## src/div_pkg.sv

```systemverilog
////////////////////
// op code bit 1 selects remainder and bit 0 selects unsigned
// the issuer holds DIV_CREDITS credits and one op is in flight
////////////////////
`default_nettype none

package div_pkg;

  ////////////////////
  // op encoding
  ////////////////////

  // width of the op code
  localparam int DIV_OP_W = 2;

  // full-width M-extension divide ops only
  typedef enum logic [DIV_OP_W-1:0] {
    DIV  = 2'b00,  // signed quotient
    DIVU = 2'b01,  // unsigned quotient
    REM  = 2'b10,  // signed remainder
    REMU = 2'b11   // unsigned remainder
  } div_op_e;

  // same two bits seen as flags
  typedef struct packed {
    logic is_rem;       // msb, remainder wanted
    logic is_unsigned;  // lsb, no sign handling
  } div_op_fields_t;

  // one op word, read as a name or as flags
  typedef union packed {
    div_op_e        code;    // issue side and debug
    div_op_fields_t fields;  // datapath decode
  } div_op_u;

  ////////////////////
  // flow control
  ////////////////////

  // credits held by the issuer after reset
  // each result_valid pulse hands one back
  localparam int DIV_CREDITS = 1;

endpackage

`default_nettype wire

```

## src/div_operand_prep.sv

```systemverilog
////////////////////
// purely combinational, op_valid must be a single-cycle pulse
// special cases bypass the iterative core
////////////////////
`timescale 1ns/1ps
`default_nettype none

module div_operand_prep
  import div_pkg::*;
#(
  parameter int XLEN = 32
) (
  input  logic            op_valid,      // issue strobe, costs one credit
  input  div_op_u         op,
  input  logic [XLEN-1:0] opa,           // dividend
  input  logic [XLEN-1:0] opb,           // divisor
  output logic            start,         // normal op, core loads
  output logic            early_valid,   // special case, no iteration
  output logic [XLEN-1:0] early_result,
  output logic [XLEN-1:0] dividend_mag,
  output logic [XLEN-1:0] divisor_mag,
  output logic            neg_q,         // quotient needs negation
  output logic            neg_r          // remainder needs negation
);

  // -2^(XLEN-1)
  localparam logic [XLEN-1:0] MOST_NEG = {1'b1, {(XLEN-1){1'b0}}};

  logic is_signed;  // DIV or REM
  logic a_neg;      // dividend sign bit
  logic b_neg;      // divisor sign bit
  logic div_zero;   // divisor is zero
  logic sgn_ovf;    // MOST_NEG / -1
  logic special;    // either of the above

  // two's complement negate
  function automatic logic [XLEN-1:0] twos(input logic [XLEN-1:0] v);
    return ~v + 1'b1;
  endfunction

  ////////////////////
  // decode
  ////////////////////

  assign is_signed = ~op.fields.is_unsigned;
  assign a_neg     = opa[XLEN-1];
  assign b_neg     = opb[XLEN-1];

  assign div_zero = (opb == '0);
  // only a signed op can overflow
  assign sgn_ovf  = is_signed && (opa == MOST_NEG) && (&opb);
  assign special  = div_zero | sgn_ovf;

  // exactly one of these per accepted op
  assign start       = op_valid & ~special;
  assign early_valid = op_valid &  special;

  // fixed answers for the special cases
  always_comb
  begin
    if (div_zero)
    begin
      // quotient all ones, remainder is the dividend
      early_result = op.fields.is_rem ? opa : '1;
    end
    else
    begin
      // overflow, quotient wraps to MOST_NEG and remainder is zero
      early_result = op.fields.is_rem ? '0 : MOST_NEG;
    end
  end

  ////////////////////
  // magnitudes and signs
  ////////////////////

  // abs(MOST_NEG) stays MOST_NEG, fine as an unsigned magnitude
  assign dividend_mag = (is_signed && a_neg) ? twos(opa) : opa;
  assign divisor_mag  = (is_signed && b_neg) ? twos(opb) : opb;

  // truncation toward zero
  assign neg_q = is_signed & (a_neg ^ b_neg);
  // remainder follows the dividend
  assign neg_r = is_signed & a_neg;

endmodule

`default_nettype wire

```

## src/div_restoring_core.sv

```systemverilog
////////////////////
// unsigned restoring divider, one quotient bit per clock
// start must not arrive while an op is iterating
////////////////////
`timescale 1ns/1ps
`default_nettype none

module div_restoring_core #(
  parameter int XLEN = 32
) (
  input  logic            clk,
  input  logic            rstn,
  input  logic            start,         // load pulse
  input  logic [XLEN-1:0] dividend_mag,
  input  logic [XLEN-1:0] divisor_mag,
  output logic            core_done,     // one cycle, after the last step
  output logic [XLEN-1:0] quotient,
  output logic [XLEN-1:0] remainder
);

  localparam int CNT_W = $clog2(XLEN);

  logic [XLEN-1:0]   p_q;        // partial remainder
  logic [XLEN-1:0]   a_q;        // dividend shifting out, quotient shifting in
  logic [XLEN-1:0]   b_q;        // divisor, held for the whole op
  logic [CNT_W-1:0]  cnt;        // steps still to go, zero when idle
  logic [2*XLEN-1:0] step_load;  // first step straight from the operands
  logic [2*XLEN-1:0] step_run;   // step from the registers

  // one restoring step, returns {p, a}
  function automatic logic [2*XLEN-1:0] div_step(
    input logic [XLEN-1:0] p,
    input logic [XLEN-1:0] a,
    input logic [XLEN-1:0] b
  );
    logic [XLEN:0] p_sh;
    logic [XLEN:0] diff;
    p_sh = {p, a[XLEN-1]};      // shift next dividend bit in
    diff = p_sh - {1'b0, b};
    if (diff[XLEN])
      div_step = {p_sh[XLEN-1:0], a[XLEN-2:0], 1'b0};  // borrow, restore
    else
      div_step = {diff[XLEN-1:0], a[XLEN-2:0], 1'b1};  // fits, keep difference
  endfunction

  assign step_load = div_step('0, dividend_mag, divisor_mag);
  assign step_run  = div_step(p_q, a_q, b_q);

  ////////////////////
  // sequencing
  ////////////////////

  // the load edge already does step 1, XLEN-1 steps follow
  // so core_done lands XLEN edges after start
  always_ff @(posedge clk or negedge rstn)
  begin
    if (!rstn)
    begin
      cnt       <= '0;
      core_done <= 1'b0;
    end
    else if (start)
    begin
      cnt       <= CNT_W'(XLEN - 1);
      core_done <= 1'b0;
    end
    else if (cnt != '0)
    begin
      cnt       <= cnt - 1'b1;
      core_done <= (cnt == CNT_W'(1));  // final step this edge
    end
    else
    begin
      core_done <= 1'b0;
    end
  end

  ////////////////////
  // datapath
  ////////////////////

  always_ff @(posedge clk)
  begin
    if (start)
    begin
      {p_q, a_q} <= step_load;
      b_q        <= divisor_mag;
    end
    else if (cnt != '0)
    begin
      {p_q, a_q} <= step_run;
    end
  end

  // valid while core_done is high, held until the next start
  assign quotient  = a_q;
  assign remainder = p_q;

endmodule

`default_nettype wire

```

## src/div_result_fixup.sv

```systemverilog
////////////////////
// result_valid is the credit return, one pulse per accepted op
// result holds until the next pulse
////////////////////
`timescale 1ns/1ps
`default_nettype none

module div_result_fixup
  import div_pkg::*;
#(
  parameter int XLEN = 32
) (
  input  logic            clk,
  input  logic            rstn,
  input  logic            start,         // normal op accepted
  input  div_op_u         op,
  input  logic            neg_q,
  input  logic            neg_r,
  input  logic            early_valid,   // special case accepted
  input  logic [XLEN-1:0] early_result,
  input  logic            core_done,
  input  logic [XLEN-1:0] quotient,      // magnitudes from the core
  input  logic [XLEN-1:0] remainder,
  output logic            result_valid,
  output logic [XLEN-1:0] result
);

  logic            rem_sel_q;  // captured is_rem
  logic            neg_quo_q;  // captured quotient sign
  logic            neg_rem_q;  // captured remainder sign
  logic [XLEN-1:0] sel_raw;    // magnitude picked for this op
  logic            sel_neg;
  logic [XLEN-1:0] core_res;   // signed result

  ////////////////////
  // op capture
  ////////////////////

  // op and signs only live during the issue cycle
  // early ops leave these untouched
  always_ff @(posedge clk or negedge rstn)
  begin
    if (!rstn)
    begin
      rem_sel_q <= 1'b0;
      neg_quo_q <= 1'b0;
      neg_rem_q <= 1'b0;
    end
    else if (start)
    begin
      rem_sel_q <= op.fields.is_rem;
      neg_quo_q <= neg_q;
      neg_rem_q <= neg_r;
    end
  end

  // pick and sign-correct
  assign sel_raw  = rem_sel_q ? remainder : quotient;
  assign sel_neg  = rem_sel_q ? neg_rem_q : neg_quo_q;
  assign core_res = sel_neg ? (~sel_raw + 1'b1) : sel_raw;

  ////////////////////
  // writeback
  ////////////////////

  // writeback always accepts, no stall path
  always_ff @(posedge clk or negedge rstn)
  begin
    if (!rstn)
    begin
      result_valid <= 1'b0;
      result       <= '0;
    end
    else
    begin
      result_valid <= early_valid | core_done;  // never both, one op in flight
      if (early_valid)
        result <= early_result;
      else if (core_done)
        result <= core_res;
    end
  end

endmodule

`default_nettype wire

```

## src/div_unit.sv

```systemverilog
////////////////////
// one op in flight, issue only while holding a credit
// special cases answer in 1 cycle, others in XLEN+1
////////////////////
`timescale 1ns/1ps
`default_nettype none

module div_unit
  import div_pkg::*;
#(
  parameter int XLEN = 32
) (
  input  logic            clk,
  input  logic            rstn,
  input  logic            op_valid,      // spends a credit
  input  div_op_u         op,
  input  logic [XLEN-1:0] opa,
  input  logic [XLEN-1:0] opb,
  output logic            result_valid,  // returns a credit
  output logic [XLEN-1:0] result
);

  // prep to core and fixup
  logic            start;
  logic            early_valid;
  logic [XLEN-1:0] early_result;
  logic [XLEN-1:0] dividend_mag;
  logic [XLEN-1:0] divisor_mag;
  logic            neg_q;
  logic            neg_r;

  // core to fixup
  logic            core_done;
  logic [XLEN-1:0] quotient;
  logic [XLEN-1:0] remainder;

  // decode, special cases, magnitudes
  div_operand_prep #(.XLEN(XLEN)) u_prep (
    .op_valid     (op_valid),
    .op           (op),
    .opa          (opa),
    .opb          (opb),
    .start        (start),
    .early_valid  (early_valid),
    .early_result (early_result),
    .dividend_mag (dividend_mag),
    .divisor_mag  (divisor_mag),
    .neg_q        (neg_q),
    .neg_r        (neg_r)
  );

  // unsigned iteration
  div_restoring_core #(.XLEN(XLEN)) u_core (
    .clk          (clk),
    .rstn         (rstn),
    .start        (start),
    .dividend_mag (dividend_mag),
    .divisor_mag  (divisor_mag),
    .core_done    (core_done),
    .quotient     (quotient),
    .remainder    (remainder)
  );

  // sign fix and result register
  div_result_fixup #(.XLEN(XLEN)) u_fixup (
    .clk          (clk),
    .rstn         (rstn),
    .start        (start),
    .op           (op),
    .neg_q        (neg_q),
    .neg_r        (neg_r),
    .early_valid  (early_valid),
    .early_result (early_result),
    .core_done    (core_done),
    .quotient     (quotient),
    .remainder    (remainder),
    .result_valid (result_valid),
    .result       (result)
  );

endmodule

`default_nettype wire

```

## config.mk

```make
export PLATFORM = sky130hd
export DESIGN_NAME = div_unit
export DESIGN_NICKNAME = d
export VERILOG_FILES = /design/src/div_pkg.sv /design/src/div_operand_prep.sv /design/src/div_restoring_core.sv /design/src/div_result_fixup.sv /design/src/div_unit.sv
export SDC_FILE = /design/constraint.sdc
export NUM_CORES = 1
export LEC_CHECK = 0
export BUFFER_PORTS_ARGS = -buffer_cell sky130_fd_sc_hd__buf_2
export CORE_MARGIN = 4
export CORE_UTILIZATION = 60
export CTS_CLUSTER_DIAMETER = 60
export CTS_CLUSTER_SIZE = 28
export DETAILED_ROUTE_END_ITERATION = 10
export PLACE_DENSITY = 0.88
export SYNTH_ARGS = -nofsm -noshare
export SYNTH_HDL_FRONTEND = slang
export SYNTH_HIERARCHICAL = 1
export SYNTH_SLANG_ARGS = --single-unit
```

## constraint.sdc

```tcl
create_clock -name clk -period 4.3 [get_ports clk]
set_input_delay 0.86 -clock clk [delete_from_list [all_inputs] [get_ports clk]]
set_output_delay 0.86 -clock clk [all_outputs]
set_load 0.05 [all_outputs]
```

* Word-level counts from Yosys, hierarchy flattened
Cells that the tools add are included.
** Storage, ports and cells
- Bits in registers :: 138
- Output and inout bits :: 33
** Cells by class
- $add $sub $neg :: 6
- Bitwise gates (word level) :: 12
- Reduce and logical (&&, ||, !) cells :: 9
- Mux-type cells :: 20
- Eq/ne operators :: 2
** Operator list (count)
- $mux W32 :: 13
- $mux W64 :: 2
- $add A32 B1 Y32 const B :: 3
- $not A32 Y32 :: 3
- $sub A1 B32 Y33 :: 1
- $sub A33 B32 Y33 :: 1
- $eq A32 B32 Y1 const B :: 1
- $logic_not A32 Y1 :: 1
- $reduce_and A32 Y1 :: 1
- $mux W5 :: 2
- $eq A5 B1 Y1 const B :: 1
- $reduce_bool A5 Y1 :: 1
- $sub A5 B1 Y5 const B :: 1
- $and A1 B1 Y1 :: 4
- $logic_and A1 B1 Y1 :: 4
- $reduce_bool A2 Y1 :: 2
- $mux W1 :: 3
- $not A1 Y1 :: 2
- $or A1 B1 Y1 :: 2
- $xor A1 B1 Y1 :: 1

* Logic depth before layout (Yosys ltp)
Gate-level depths: netlist (run 1).
- Word-level depth :: 7
- Depth in mapped cells :: 15

* Cells and area by module
The synthesis (run 1) kept the hierarchy.
** Modules (own cells, without submodules)
- div_restoring_core :: cells each 549, seq. area each 3032.9 µm², area an instance 6132.1 µm², instances 1
- div_result_fixup :: cells each 345, seq. area each 900.9 µm², area an instance 2945.3 µm², instances 1
- div_operand_prep :: cells each 284, seq. area each 0.0 µm², area an instance 1799.2 µm², instances 1

* Least setup slack after synthesis (run 1)
Ideal clock, no wire load.
- Path type :: input -> register
- Start point :: input port opb[0]
- End point :: register u_core.a_q[0], in the netlist u_core/quotient[0], enable pin
- Setup slack :: -1654 ps
- Cell stages on the path :: 10
- Arrival time :: 5522 ps
- Required time :: 3868 ps
- Cells stage by stage :: inv_1 -> ha_1 -> or3b_2 -> nor4_2 -> nand4_1 -> o31ai_1 -> nor2_1 -> clkbuf_1 -> clkbuf_1 -> nand2b_1
** On the way
- Longest elaborated chain between the ends :: 6
** RTL lines
- start: declaration :: RTL line div_unit.sv:18 : input logic [XLEN-1:0] opb,
- $reduce_and A32 Y1 :: RTL line div_operand_prep.sv:51 : assign sgn_ovf = is_signed && (opa == MOST_NEG) && (&opb);
- $logic_and A1 B1 Y1 :: RTL line div_operand_prep.sv:51
- $or A1 B1 Y1 * :: RTL line div_operand_prep.sv:52 : assign special = div_zero | sgn_ovf;
- $not A1 Y1 * :: RTL line div_operand_prep.sv:55 : assign start = op_valid & ~special;
- $and A1 B1 Y1 * :: RTL line div_operand_prep.sv:55
- via start :: RTL line div_unit.sv:24 : logic start;
- $reduce_bool A2 Y1 (no line) *
- end signal: assignment :: RTL line div_restoring_core.sv:86 : {p_q, a_q} <= step_load;
- end signal: assignment :: RTL line div_restoring_core.sv:91 : {p_q, a_q} <= step_run;
- end: declaration :: RTL line div_restoring_core.sv:24 : logic [XLEN-1:0] a_q;
The timed path passes the listed nets; every way through them passes the cells marked *.
A chain may end at the register's enable or synchronous reset.

* Worst setup path in the final report (run 1)
- Start point :: input port opb[1]
- End point :: register u_core.p_q[11], in the netlist u_core/remainder[11], data pin
** On the way
- Longest elaborated chain between the ends :: 6
** RTL lines
- $not A32 Y32 :: RTL line div_operand_prep.sv:38 : return ~v + 1'b1;
- $add A32 B1 Y32 :: RTL line div_operand_prep.sv:38
- $mux W32 :: RTL line div_operand_prep.sv:79 : assign divisor_mag = (is_signed && b_neg) ? twos(opb) : opb;
- via divisor_mag[18] :: RTL line div_unit.sv:28 : logic [XLEN-1:0] divisor_mag;
- $sub A1 B32 Y33 :: RTL line div_restoring_core.sv:39 : diff = p_sh - {1'b0, b};
- $mux W64 :: RTL line div_restoring_core.sv:40 : if (diff[XLEN])
- $mux W32 :: RTL line div_restoring_core.sv:84 : if (start)
- end signal: assignment :: RTL line div_restoring_core.sv:86
- end signal: assignment :: RTL line div_restoring_core.sv:91
- end: declaration :: RTL line div_restoring_core.sv:23 : logic [XLEN-1:0] p_q;
The timed path passes the listed nets, and every way through them passes these cells.

==> impl_metrics.tcl, run 1 <==
set metrics [dict create \
    status "finished, final reports clean" \
    boundaryPins 102 \
    clockRootBuffer "clkbuf_16" \
    synth_top_family_by_area "compound AO/OA/AOI/OAI gates" \
    die_area_sq_um 20300 \
    worstSetupStartpointType "input pin" \
    grt_util_met1_pct 38.6 \
    synth_area_leaders "edfxtp_1, dfrtp_1, xnor2_1, mux2i_1, a21oi_1" \
    hold_class "reg2reg" \
    clk_pin_slew_ns 0.06 \
    clock_skew_ns 0.0128 \
    yosys.area.top_type_share_pct 26.5 \
    max_freq_mhz 247 \
    netlist_instances 1178 \
    htree_levels 4 \
    synth.avg_cell_area_sq_um 9.23 \
    post-synth-top-area-cell "edfxtp_1" \
    areaGrowthSynthToFinish_pct 13.0 \
    via_count 9809 \
    drtPass1Iterations 6 \
    cp_common_cell "buf_4" \
    use_met3_pct 4.92 \
    multi_input_area_sq_um 6370 \
    fin_cells 1513 \
    final_cell_mix "a21oi_1, buf_2, edfxtp_1, nor2_1, inv_1" \
    cts_made_buffers 17 \
    yosys.area_share.adder_pct 4.90 \
    netlist-cell-type-count 84 \
    cts_tree "done" \
    synth_ff_type "edfxtp_1" \
    hold_violations 0 \
    critPathBufInv 5 \
    setup_viol 0 \
    synth_xor_area_share_pct 9.02 \
    synth_area_sq_um 10900 \
    worstSetupEndpointType "flop" \
    critical_path.max_fanout 9 \
    period_needed_ns 4.05 \
    dieHeight_um 143 \
    cp_slowest_cell "or3b_2" \
    required_ns 4.57 \
    max-clock-path-buffers 2 \
    fin_util_pct 70.1 \
    ys_warn_count 6 \
    die_x_um 143 \
    tightest_slew_ns 1.11 \
    cpPeakStageDelay_ns 0.47 \
    p_leak_nw 5.18 \
    grt_pass1_wl_um 46700 \
    layout.nets 1386 \
    synth-simple-area-share_pct 15.5 \
    filler_cell_count 1289 \
    cts.sinks 138 \
    grt_setup_unrepaired "false" \
    seqCellArea_sq_um 3940 \
    postRouteAntennaNets 0 \
    layout.cells.most_common "a21oi_1" \
    worstPathCellList "buf_2 > inv_1 > ha_1 > or3b_2 > nor4_2 > nand2_1 > buf_4 > o21ai_0 > xnor2_1 > nor4_1 > nand4_1 > nor3_1 > buf_4 > o211ai_1 > buf_4 > o21ai_0" \
    synth_edf_count 96 \
    drtIter0Drc 1119 \
    power_density_nw_per_um2 321 \
    drive_above_1_share_pct 17.3 \
    critPathArrivalTime_ns 4.32 \
    dp.cells 1481 \
    slew_viol_final 0 \
    wl_per_cell_um 19.4 \
    grt-ovfl-total 0 \
    grt_usage_pct 28.8 \
    drcViolationCount 0 \
    dpl_cell_area_sq_um 11700 \
    synth.area.mux_share_pct 9.86 \
    drt-total-wl_um 29400 \
    relSlewSlack_pct 24.7 \
    rows 48 \
    synthArstFlopShare_pct 30.4 \
    viasPerCell 6.48 \
    grt_start_max_net_pins 77 \
    finalCritPeriodShare_pct 94.1 \
    crit_family "simple AND/OR/NAND/NOR gates" \
    ys_ff_latch 138 \
    setup_slack_ns 0.252 \
    initial_core_util_pct 62.0 \
    first_global_vias 9336 \
    antenna_found_initial 0 \
    core_sq_um 17500 \
    post-place-ws_ns -0.136 \
    yosysSeqAreaShare_pct 36.2 \
    diodes 0 \
    critPathKind "in2reg" \
    hpwl_um 21200 \
    synth_nets 1289 \
    cap_viol_max_count 0 \
    port_buffers 101 \
    fin_area_sq_um 12300 \
    insertion_delay_ns 0.44 \
    peakVddDrop_uv 281 \
    synth_compound_area_share_pct 19.1 \
    grt.busiest_layer "met2" \
    globalplace.congestion 0.944 \
    grt_util_met2_pct 46.0 \
]
[state kept, by name, summed over array words and instances, names as in the netlist]
register,flops
u_fixup/rem_sel_q,1
u_core/core_done,1
u_fixup/result,32
u_core/quotient,32
u_core/cnt,5
u_core/b_q,32
u_fixup/result_valid,1
u_core/remainder,32
u_fixup/neg_rem_q,1
u_fixup/neg_quo_q,1
[layer usage]
| metal | routed length (um) | part of all wire, % |
|---|---|---|
| met1 | 12200 | 41 |
| met5 | 0 | 0 |
| met3 | 2760 | 9.4 |
| met2 | 13300 | 45 |
| met4 | 1130 | 3.8 |
[kinds of logic (layout without fill, tap and decap cells)]
family	Yosys count	count (layout)
AOI/OAI and AO/OA	322	322
xor gates and xnor gates	112	112
adders and majority gates	42	42
buffers and inverters	141	251
DFF	138	138
muxes	102	102
and+or+nand+nor	321	321
[synth_stat cells, types with 19 or more instances]
library cell and count:
a21o_1 22, a21oi_1 107, clkbuf_1 31, dfrtp_1 42, edfxtp_1 96, ha_1 41, inv_1 91, mux2_2 41
mux2i_1 61, nand2_1 56, nor2_1 95, nor3_1 31, nor4_1 19, o21ai_0 59, o31ai_1 19, xnor2_1 84
xor2_1 28
[cell type report]
type | count | share of cell area [%]
multi-input combinational | 899 | 51.8
tap | 225 | 2.29
clock buffer | 26 | 4.41
sequential | 138 | 32.0
inverter | 92 | 2.81
clock inverter | 6 | 0.651
timing repair buffer | 127 | 6.01
[where the power goes]
group / total [mW] / switching, mW / internal, mW / leakage (nW)
logic: 0.794 / 0.465 / 0.329 / 3.32
clock network: 1.54 / 0.563 / 0.982 / 0.310
registers: 1.61 / 0.0819 / 1.53 / 1.55
total: 3.95 / 1.11 / 2.84 / 5.18
[repair_timing]
action,4_1_cts,5_1_grt
gates resized for setup,0,1
buffers inserted,0,0
hold buffers,0,0
endpoints found under the setup margin,0,12
[worst min-delay path, delay by kind of cell (launching register included)]
| family | cells | cell delay (ns) |
|---|---|---|
| flops | 1 | 0.33 |
| compound gates | 2 | 0.13 |
[final timing paths]
check,cells past startpoint,startpoint,slack [ns],endpoint
worst max register to register,13,u_core/quotient[31],0.35,u_core/remainder[9]
max in group asynchronous,1,rstn,3.02,u_fixup/rem_sel_q
worst min register to register,2,u_fixup/result[22],0.50,u_fixup/result[22]
min in group asynchronous,1,rstn,0.60,u_fixup/result[8]
worst max-delay path,16,opb[1],0.25,u_core/remainder[11]
worst min-delay path,2,u_fixup/result[22],0.50,u_fixup/result[22]
[through the flow]
stage	TNS, ns	hold slack, ns	power (mW)
2_1_floorplan	0	0.491	2.15
3_3_place_gp	-0.0235	0.479	2.37
3_5_place_dp	-1.64	0.490	2.39
4_1_cts	0	0.504	3.93
5_1_grt	0	0.537	4.09
6_report	0	0.497	3.95
Note: power is estimated with default switching activity, not from simulation.
==> inputs of run 2 (changes only) <==
ABC_AREA = 1   (was default)
PLACE_DENSITY = 0.87   (was 0.88)
SYNTH_HIERARCHICAL = default   (was 1)
==> run 2 against run 1 <==
- global-route usage grew 2.8 points
- clock power shrank 8%
- die area grew 5.2%
- critical path depth grew 7
- maximum frequency increased by 12%
- synthesized area increased by 5.5%
==> impl_metrics.tcl, run 2 <==
set metrics [dict create \
    status "finished, final reports clean" \
    max_freq_mhz 276 \
    post-synth-top-area-cell "edfxtp_1" \
    cts_made_buffers 17 \
    hpwl_um 25900 \
    dp.cells 1937 \
    layout.cells.most_common "nand2_1" \
    worstPathCellList "buf_2 > nor2_1 > nand4_1 > nor3_1 > buf_4 > nand4_1 > nor2_1 > inv_1 > nor2_1 > a22oi_1 > ha_1 > inv_1 > ha_1 > nand2_1 > nor2_1 > nand3_1 > nor2_1 > nand2_1 > inv_1 > nand3_2 > nor2_4 > nand2_4 > nand2_1" \
    clock_power_share_pct 24.0 \
    grt_util_met1_pct 43.5 \
    reg2reg_depth 15 \
    layout.nets 1833 \
    slew_viol_final 0 \
    netlist_instances 1638 \
    hold_start "u_fixup.result[0]" \
    dieHeight_um 146 \
    synth_edf_count 96 \
    crit_start "opa[3]" \
    synth_common_cells "nand2_1, nor2_1, inv_1, o21ai_0, nand3_1" \
    grt_setup_unrepaired "false" \
    tns_ns 0 \
    clockRootBuffer "clkbuf_16" \
    rows 50 \
    relSlewSlack_pct 31.4 \
    drtIter0Drc 1167 \
    timing.reg2reg.setup_slack_ns 0.70 \
    core_sq_um 18800 \
    critPathKind "in2reg" \
    use_met3_pct 5.74 \
    grt_usage_pct 31.6 \
    hold_class "reg2reg" \
    worstSetupStartpointType "input pin" \
    critical_path.max_fanout 15 \
    synth_nets 1749 \
    hold_depth 2 \
    grt_start_max_net_pins 59 \
    boundaryPins 102 \
    critPathArrivalTime_ns 3.92 \
    synth_area_leaders "edfxtp_1, nand2_1, dfrtp_1, nor2_1, inv_1" \
    required_ns 4.60 \
    cts_tree "done" \
    seqPwrFrac_pct 31.4 \
    antenna_found_initial 0 \
    initial_core_util_pct 61.2 \
    post_cts_buffers 0 \
    yosys.area.top_type_share_pct 25.1 \
    final_cell_mix "nand2_1, nor2_1, inv_1, o21ai_0, nand3_1" \
    drive_above_1_share_pct 13.0 \
    period_needed_ns 3.62 \
    via_count 11600 \
    synthMostInstantiatedCell "nand2_1" \
    dpl_cell_area_sq_um 12000 \
    tightest_slew_ns 1.03 \
    wl_per_cell_um 17.4 \
    first_global_vias 10900 \
    holdWs_ns 0.482 \
    filler_cell_count 1672 \
    post-place-ws_ns 0.291 \
    viasPerCell 5.90 \
    htree_levels 4 \
    max-clock-path-buffers 2 \
    grt-ovfl-total 0 \
    synth_area_sq_um 11500 \
    fin_util_pct 67.1 \
    p_switching_mw 2.56 \
    drt-total-wl_um 34200 \
    fin_area_sq_um 12600 \
    clk_pin_slew_ns 0.07 \
    drtPass1Iterations 8 \
    peakVddDrop_uv 381 \
    cts.sinks 138 \
    cts_hold_buf 0 \
    cpPeakStageDelay_ns 0.28 \
    rr_startpoint "u_core.quotient[31]" \
    hold_end "u_fixup.result[0]" \
    drcViolationCount 0 \
    insertion_delay_ns 0.44 \
    hold_violations 0 \
    cts-resized-gates 0 \
    ys_ff_latch 138 \
    areaGrowthSynthToFinish_pct 9.72 \
    yosysSeqAreaShare_pct 34.3 \
    netlist-cell-type-count 50 \
    p_comb_share_pct 44.7 \
    setup_viol 0 \
    power_density_nw_per_um2 469 \
    total_power_mw 5.91 \
    diodes 0 \
    finalCritPeriodShare_pct 84.2 \
    setup_slack_ns 0.678 \
    swShare_pct 43.4 \
    ys_warn_count 0 \
    grt_util_met2_pct 50.4 \
    cp_common_cell "nor2_1" \
    worstSetupEndpointType "flop" \
    fin_cells 1969 \
    synth_ff_type "edfxtp_1" \
    grt_pass1_wl_um 54900 \
    clock_skew_ns 0.0150 \
    postRouteAntennaNets 0 \
    internal_power_mw 3.35 \
    die_area_sq_um 21400 \
    grt.busiest_layer "met2" \
    port_buffers 101 \
    synthArstFlopShare_pct 30.4 \
    globalplace.congestion 1.02 \
    cap_viol_max_count 0 \
    synth.avg_cell_area_sq_um 7.01 \
    p_leak_nw 6.06 \
    cp_slowest_cell "ha_1" \
    rr_endpoint "u_core.remainder[5]" \
    die_x_um 146 \
]
## run 2: metal layers
| layer | vias up | part of all wire [%] | wire, um |
|---|---|---|---|
| li1 | 5599 | - | - |
| met1 | 5367 | 42 | 14400 |
| met2 | 552 | 46 | 15700 |
| met3 | 92 | 8.9 | 3040 |
| met4 | 0 | 3.2 | 1100 |
| met5 | - | 0 | 0 |
## run 2: worst max path at each step
| stage | slack, ns | cells after the start | endpoint |
|---|---|---|---|
| after floorplan | 0.32 | 11 | u_core.quotient[0] |
| after global placement | 0.44 | 23 | u_core.remainder[31] |
| after detailed placement | 0.29 | 23 | u_core.remainder[31] |
| after CTS | 0.74 | 23 | u_core.remainder[5] |
| after global routing | 0.32 | 23 | u_core.remainder[31] |
| final | 0.68 | 23 | u_core.remainder[5] |
## run 2: worst max-delay path: cells and delay by family
kind | cells | cell delay [ns]
buf+inv | 5 | 0.50
fa+ha+maj | 2 | 0.40
compound gates | 1 | 0.23
simple gates | 15 | 1.92
## run 2: cells by family (layout without fill, tap and decap cells)
kind of cell    Yosys count  in the layout  share of synthesized area, %
buf+inv                 240            337                          9.27
fa+ha+maj                42             42                          4.64
flops                   138            138                          34.3
simple gates            872            872                          33.3
xor+xnor                 73             73                          5.57
compound gates          273            273                          12.9
## run 2: layout make-up
cell class	instances	area, sq um	share of cell area (%)
Multi-Input combinational cell	1260	6480	51.5
Clock buffer	20	468	3.72
Sequential cell	138	3930	31.2
Timing Repair Buffer	113	608	4.83
Inverter	192	727	5.77
Tap cell	234	293	2.32
Clock inverter	12	81.3	0.646
## run 2: power by group through the flow
stage | registers (mW) | clock network, mW | logic (mW)
5_1_grt | 1.87 | 1.48 | 2.96
6_report | 1.85 | 1.42 | 2.64
4_1_cts | 1.85 | 1.41 | 2.58
3_3_place_gp | 1.87 | 0 | 2.48
3_5_place_dp | 1.87 | 0 | 2.54
2_1_floorplan | 1.80 | 0 | 1.97
==> inputs of run 3 (changes only) <==
CORE_UTILIZATION = 56   (was 60)
PLACE_DENSITY = 0.86   (was 0.87)
clock period = 3.11 ns   (was 4.3 ns; I/O delays follow)
==> run 3 against run 2 <==
- the flow now finishes with violations (setup timing)
- critical path depth up 1
- first-iteration DRC count grew 16%
- clock-buffer cell count fell by 1
- clock power increased by 44%
- via count is 4.3% higher
- utilization shrank 0.54 points
- wire length is 2.8% higher
- critical path type unchanged
- largest cell class unchanged
==> impl_metrics.tcl, run 3 (synthesis results as in run 2) <==
set metrics [dict create \
    status "complete, but fails checks" \
    violations "setup timing" \
    drive_above_1_share_pct 17.6 \
    cts_hold_buf 0 \
    drcViolationCount 0 \
    peakVddDrop_uv 500 \
    setup_viol 5 \
    boundaryPins 102 \
    grt_start_max_net_pins 51 \
    grt_setup_unrepaired "true" \
    antenna_found_initial 0 \
    relSlewSlack_pct 31.4 \
    viasPerCell 5.82 \
    finalCritPeriodShare_pct 100 \
    hpwl_um 26800 \
    critPathKind "in2reg" \
    layout.nets 1908 \
    diodes 0 \
    final_cell_mix "nand2_1, nor2_1, inv_1, o21ai_0, nand3_1" \
    max_freq_mhz 321 \
    worstSetupStartpointType "input pin" \
    worstSetupEndpointType "flop" \
    die_x_um 151 \
    critPathArrivalTime_ns 3.41 \
    htree_levels 4 \
    grt_pass1_wl_um 55200 \
    max-clock-path-buffers 2 \
    port_buffers 101 \
    tns_ns -0.0157 \
    total_power_mw 8.72 \
    rr_endpoint "u_core.remainder[4]" \
    dr.max_layer_used "met4" \
    cts.sinks 138 \
    cts_made_buffers 17 \
    wl_per_cell_um 16.9 \
    cap_viol_max_count 0 \
    die_area_sq_um 22800 \
    clock_skew_ns 0.0117 \
    drtPass1Iterations 7 \
    grt-ovfl-total 0 \
    crit_family "simple AND/OR/NAND/NOR gates" \
    slew_viol_final 0 \
    setup_slack_ns -0.00559 \
    first_global_vias 11300 \
    cp_slowest_cell "ha_2" \
    critical_path.max_fanout 8 \
    p_leak_nw 6.46 \
    reg2reg_depth 14 \
    wl_met3_um 3180 \
    drt-total-wl_um 35200 \
    wl_met1_um 14400 \
    timing.reg2reg.setup_slack_ns 0.11 \
    clk_pin_slew_ns 0.06 \
    power_density_nw_per_um2 650 \
    filler_cell_count 1730 \
    initial_core_util_pct 56.9 \
    rows 52 \
    via_count 12100 \
    dieHeight_um 151 \
    postRouteAntennaNets 0 \
    hold_violations 0 \
    areaGrowthSynthToFinish_pct 17.0 \
    worstPathCellList "buf_8 > nor2_4 > nand4_1 > nor3_2 > buf_4 > nand4_1 > nor2_1 > inv_1 > nor2_2 > a22oi_2 > ha_2 > inv_2 > ha_4 > nand2_2 > nor2_2 > nand3_1 > nor2_1 > nand2_1 > inv_2 > nand3_4 > nor2_4 > buf_6 > nand2_8 > nand2_1" \
    required_ns 3.41 \
    wl_met2_um 16500 \
    dp.cells 2035 \
    tightest_slew_ns 1.03 \
    hold_class "in2async" \
    cpPeakStageDelay_ns 0.23 \
    critPathBufInv 6 \
    globalplace.congestion 0.975 \
    insertion_delay_ns 0.44 \
    rr_startpoint "u_core.quotient[31]" \
    grt_usage_pct 30.3 \
    cts_tree "done" \
    clockRootBuffer "clkbuf_16" \
    fin_cells 2080 \
    layout.cells.most_common "nand2_1" \
    period_needed_ns 3.12 \
    drtIter0Drc 1356 \
    core_sq_um 20200 \
]
[run 3: timing repair]
item,4_1_cts,5_1_grt
pin swaps,5,9
resized for setup,7,23
setup buffers,3,7
gates cloned,0,3
endpoints found under the setup margin,18,27
[run 3: worst max path at each step]
stage,end,cells after the start,slack (ns),start
6_report,u_core.remainder[3],24,-0.006,opa[3]
5_1_grt,u_core.remainder[3],24,-0.22,opa[3]
4_1_cts,u_core.remainder[31],23,0.009,opa[3]
3_5_place_dp,u_core.remainder[31],23,-0.62,opa[3]
3_3_place_gp,u_core.remainder[31],23,-0.53,opa[3]
2_1_floorplan,u_core.quotient[0],11,0.01,opb[0]
[run 3: through the flow]
step / worst slack, ns / utilization [%] / instance area [sq um] / hold WS (ns)
floorplan: 0.0139 / - / 11500 / 0.326
global placement: -0.530 / 62.4 / 12600 / 0.462
detailed placement: -0.624 / 62.4 / 12600 / 0.468
CTS: 0.00900 / 65.6 / 13200 / 0.384
global route: -0.219 / 66.6 / 13400 / 0.421
finish: -0.00559 / 66.6 / 13400 / 0.369
[run 3: metal layers]
metal	track usage [%]	vias to the layer above
li1	-	5732
met4	9.52	0
met5	0	-
met2	49.0	644
met1	41.5	5640
met3	5.48	95
[run 3: layout make-up]
cell class | count | area (sq um) | share of cell area, %
Tap cell | 270 | 338 | 2.52
Sequential cell | 138 | 3930 | 29.3
Clock inverter | 13 | 144 | 1.07
Inverter | 192 | 727 | 5.42
Timing Repair Buffer | 187 | 1270 | 9.45
Clock buffer | 19 | 433 | 3.22
Multi-Input combinational cell | 1261 | 6580 | 49.0
[run 3: where the power goes]
group / internal [mW] / switching (mW)
registers: 2.34 / 0.227
clock network: 1.19 / 0.856
logic: 1.50 / 2.61
total: 5.03 / 3.69
[run 3: worst reg2reg max path, stage by stage (launching register included)]
cell and delay [ns]:
edfxtp_1 0.36, inv_2 0.08, ha_2 0.20, fa_1 0.36
inv_1 0.08, nand2_1 0.09, o21ai_2 0.22, a21oi_2 0.10
o21ai_2 0.24, nand4_1 0.22, nand3_1 0.19, nand2_4 0.10
clkbuf_16 0.19, o21ai_0 0.25, nor2_1 0.08
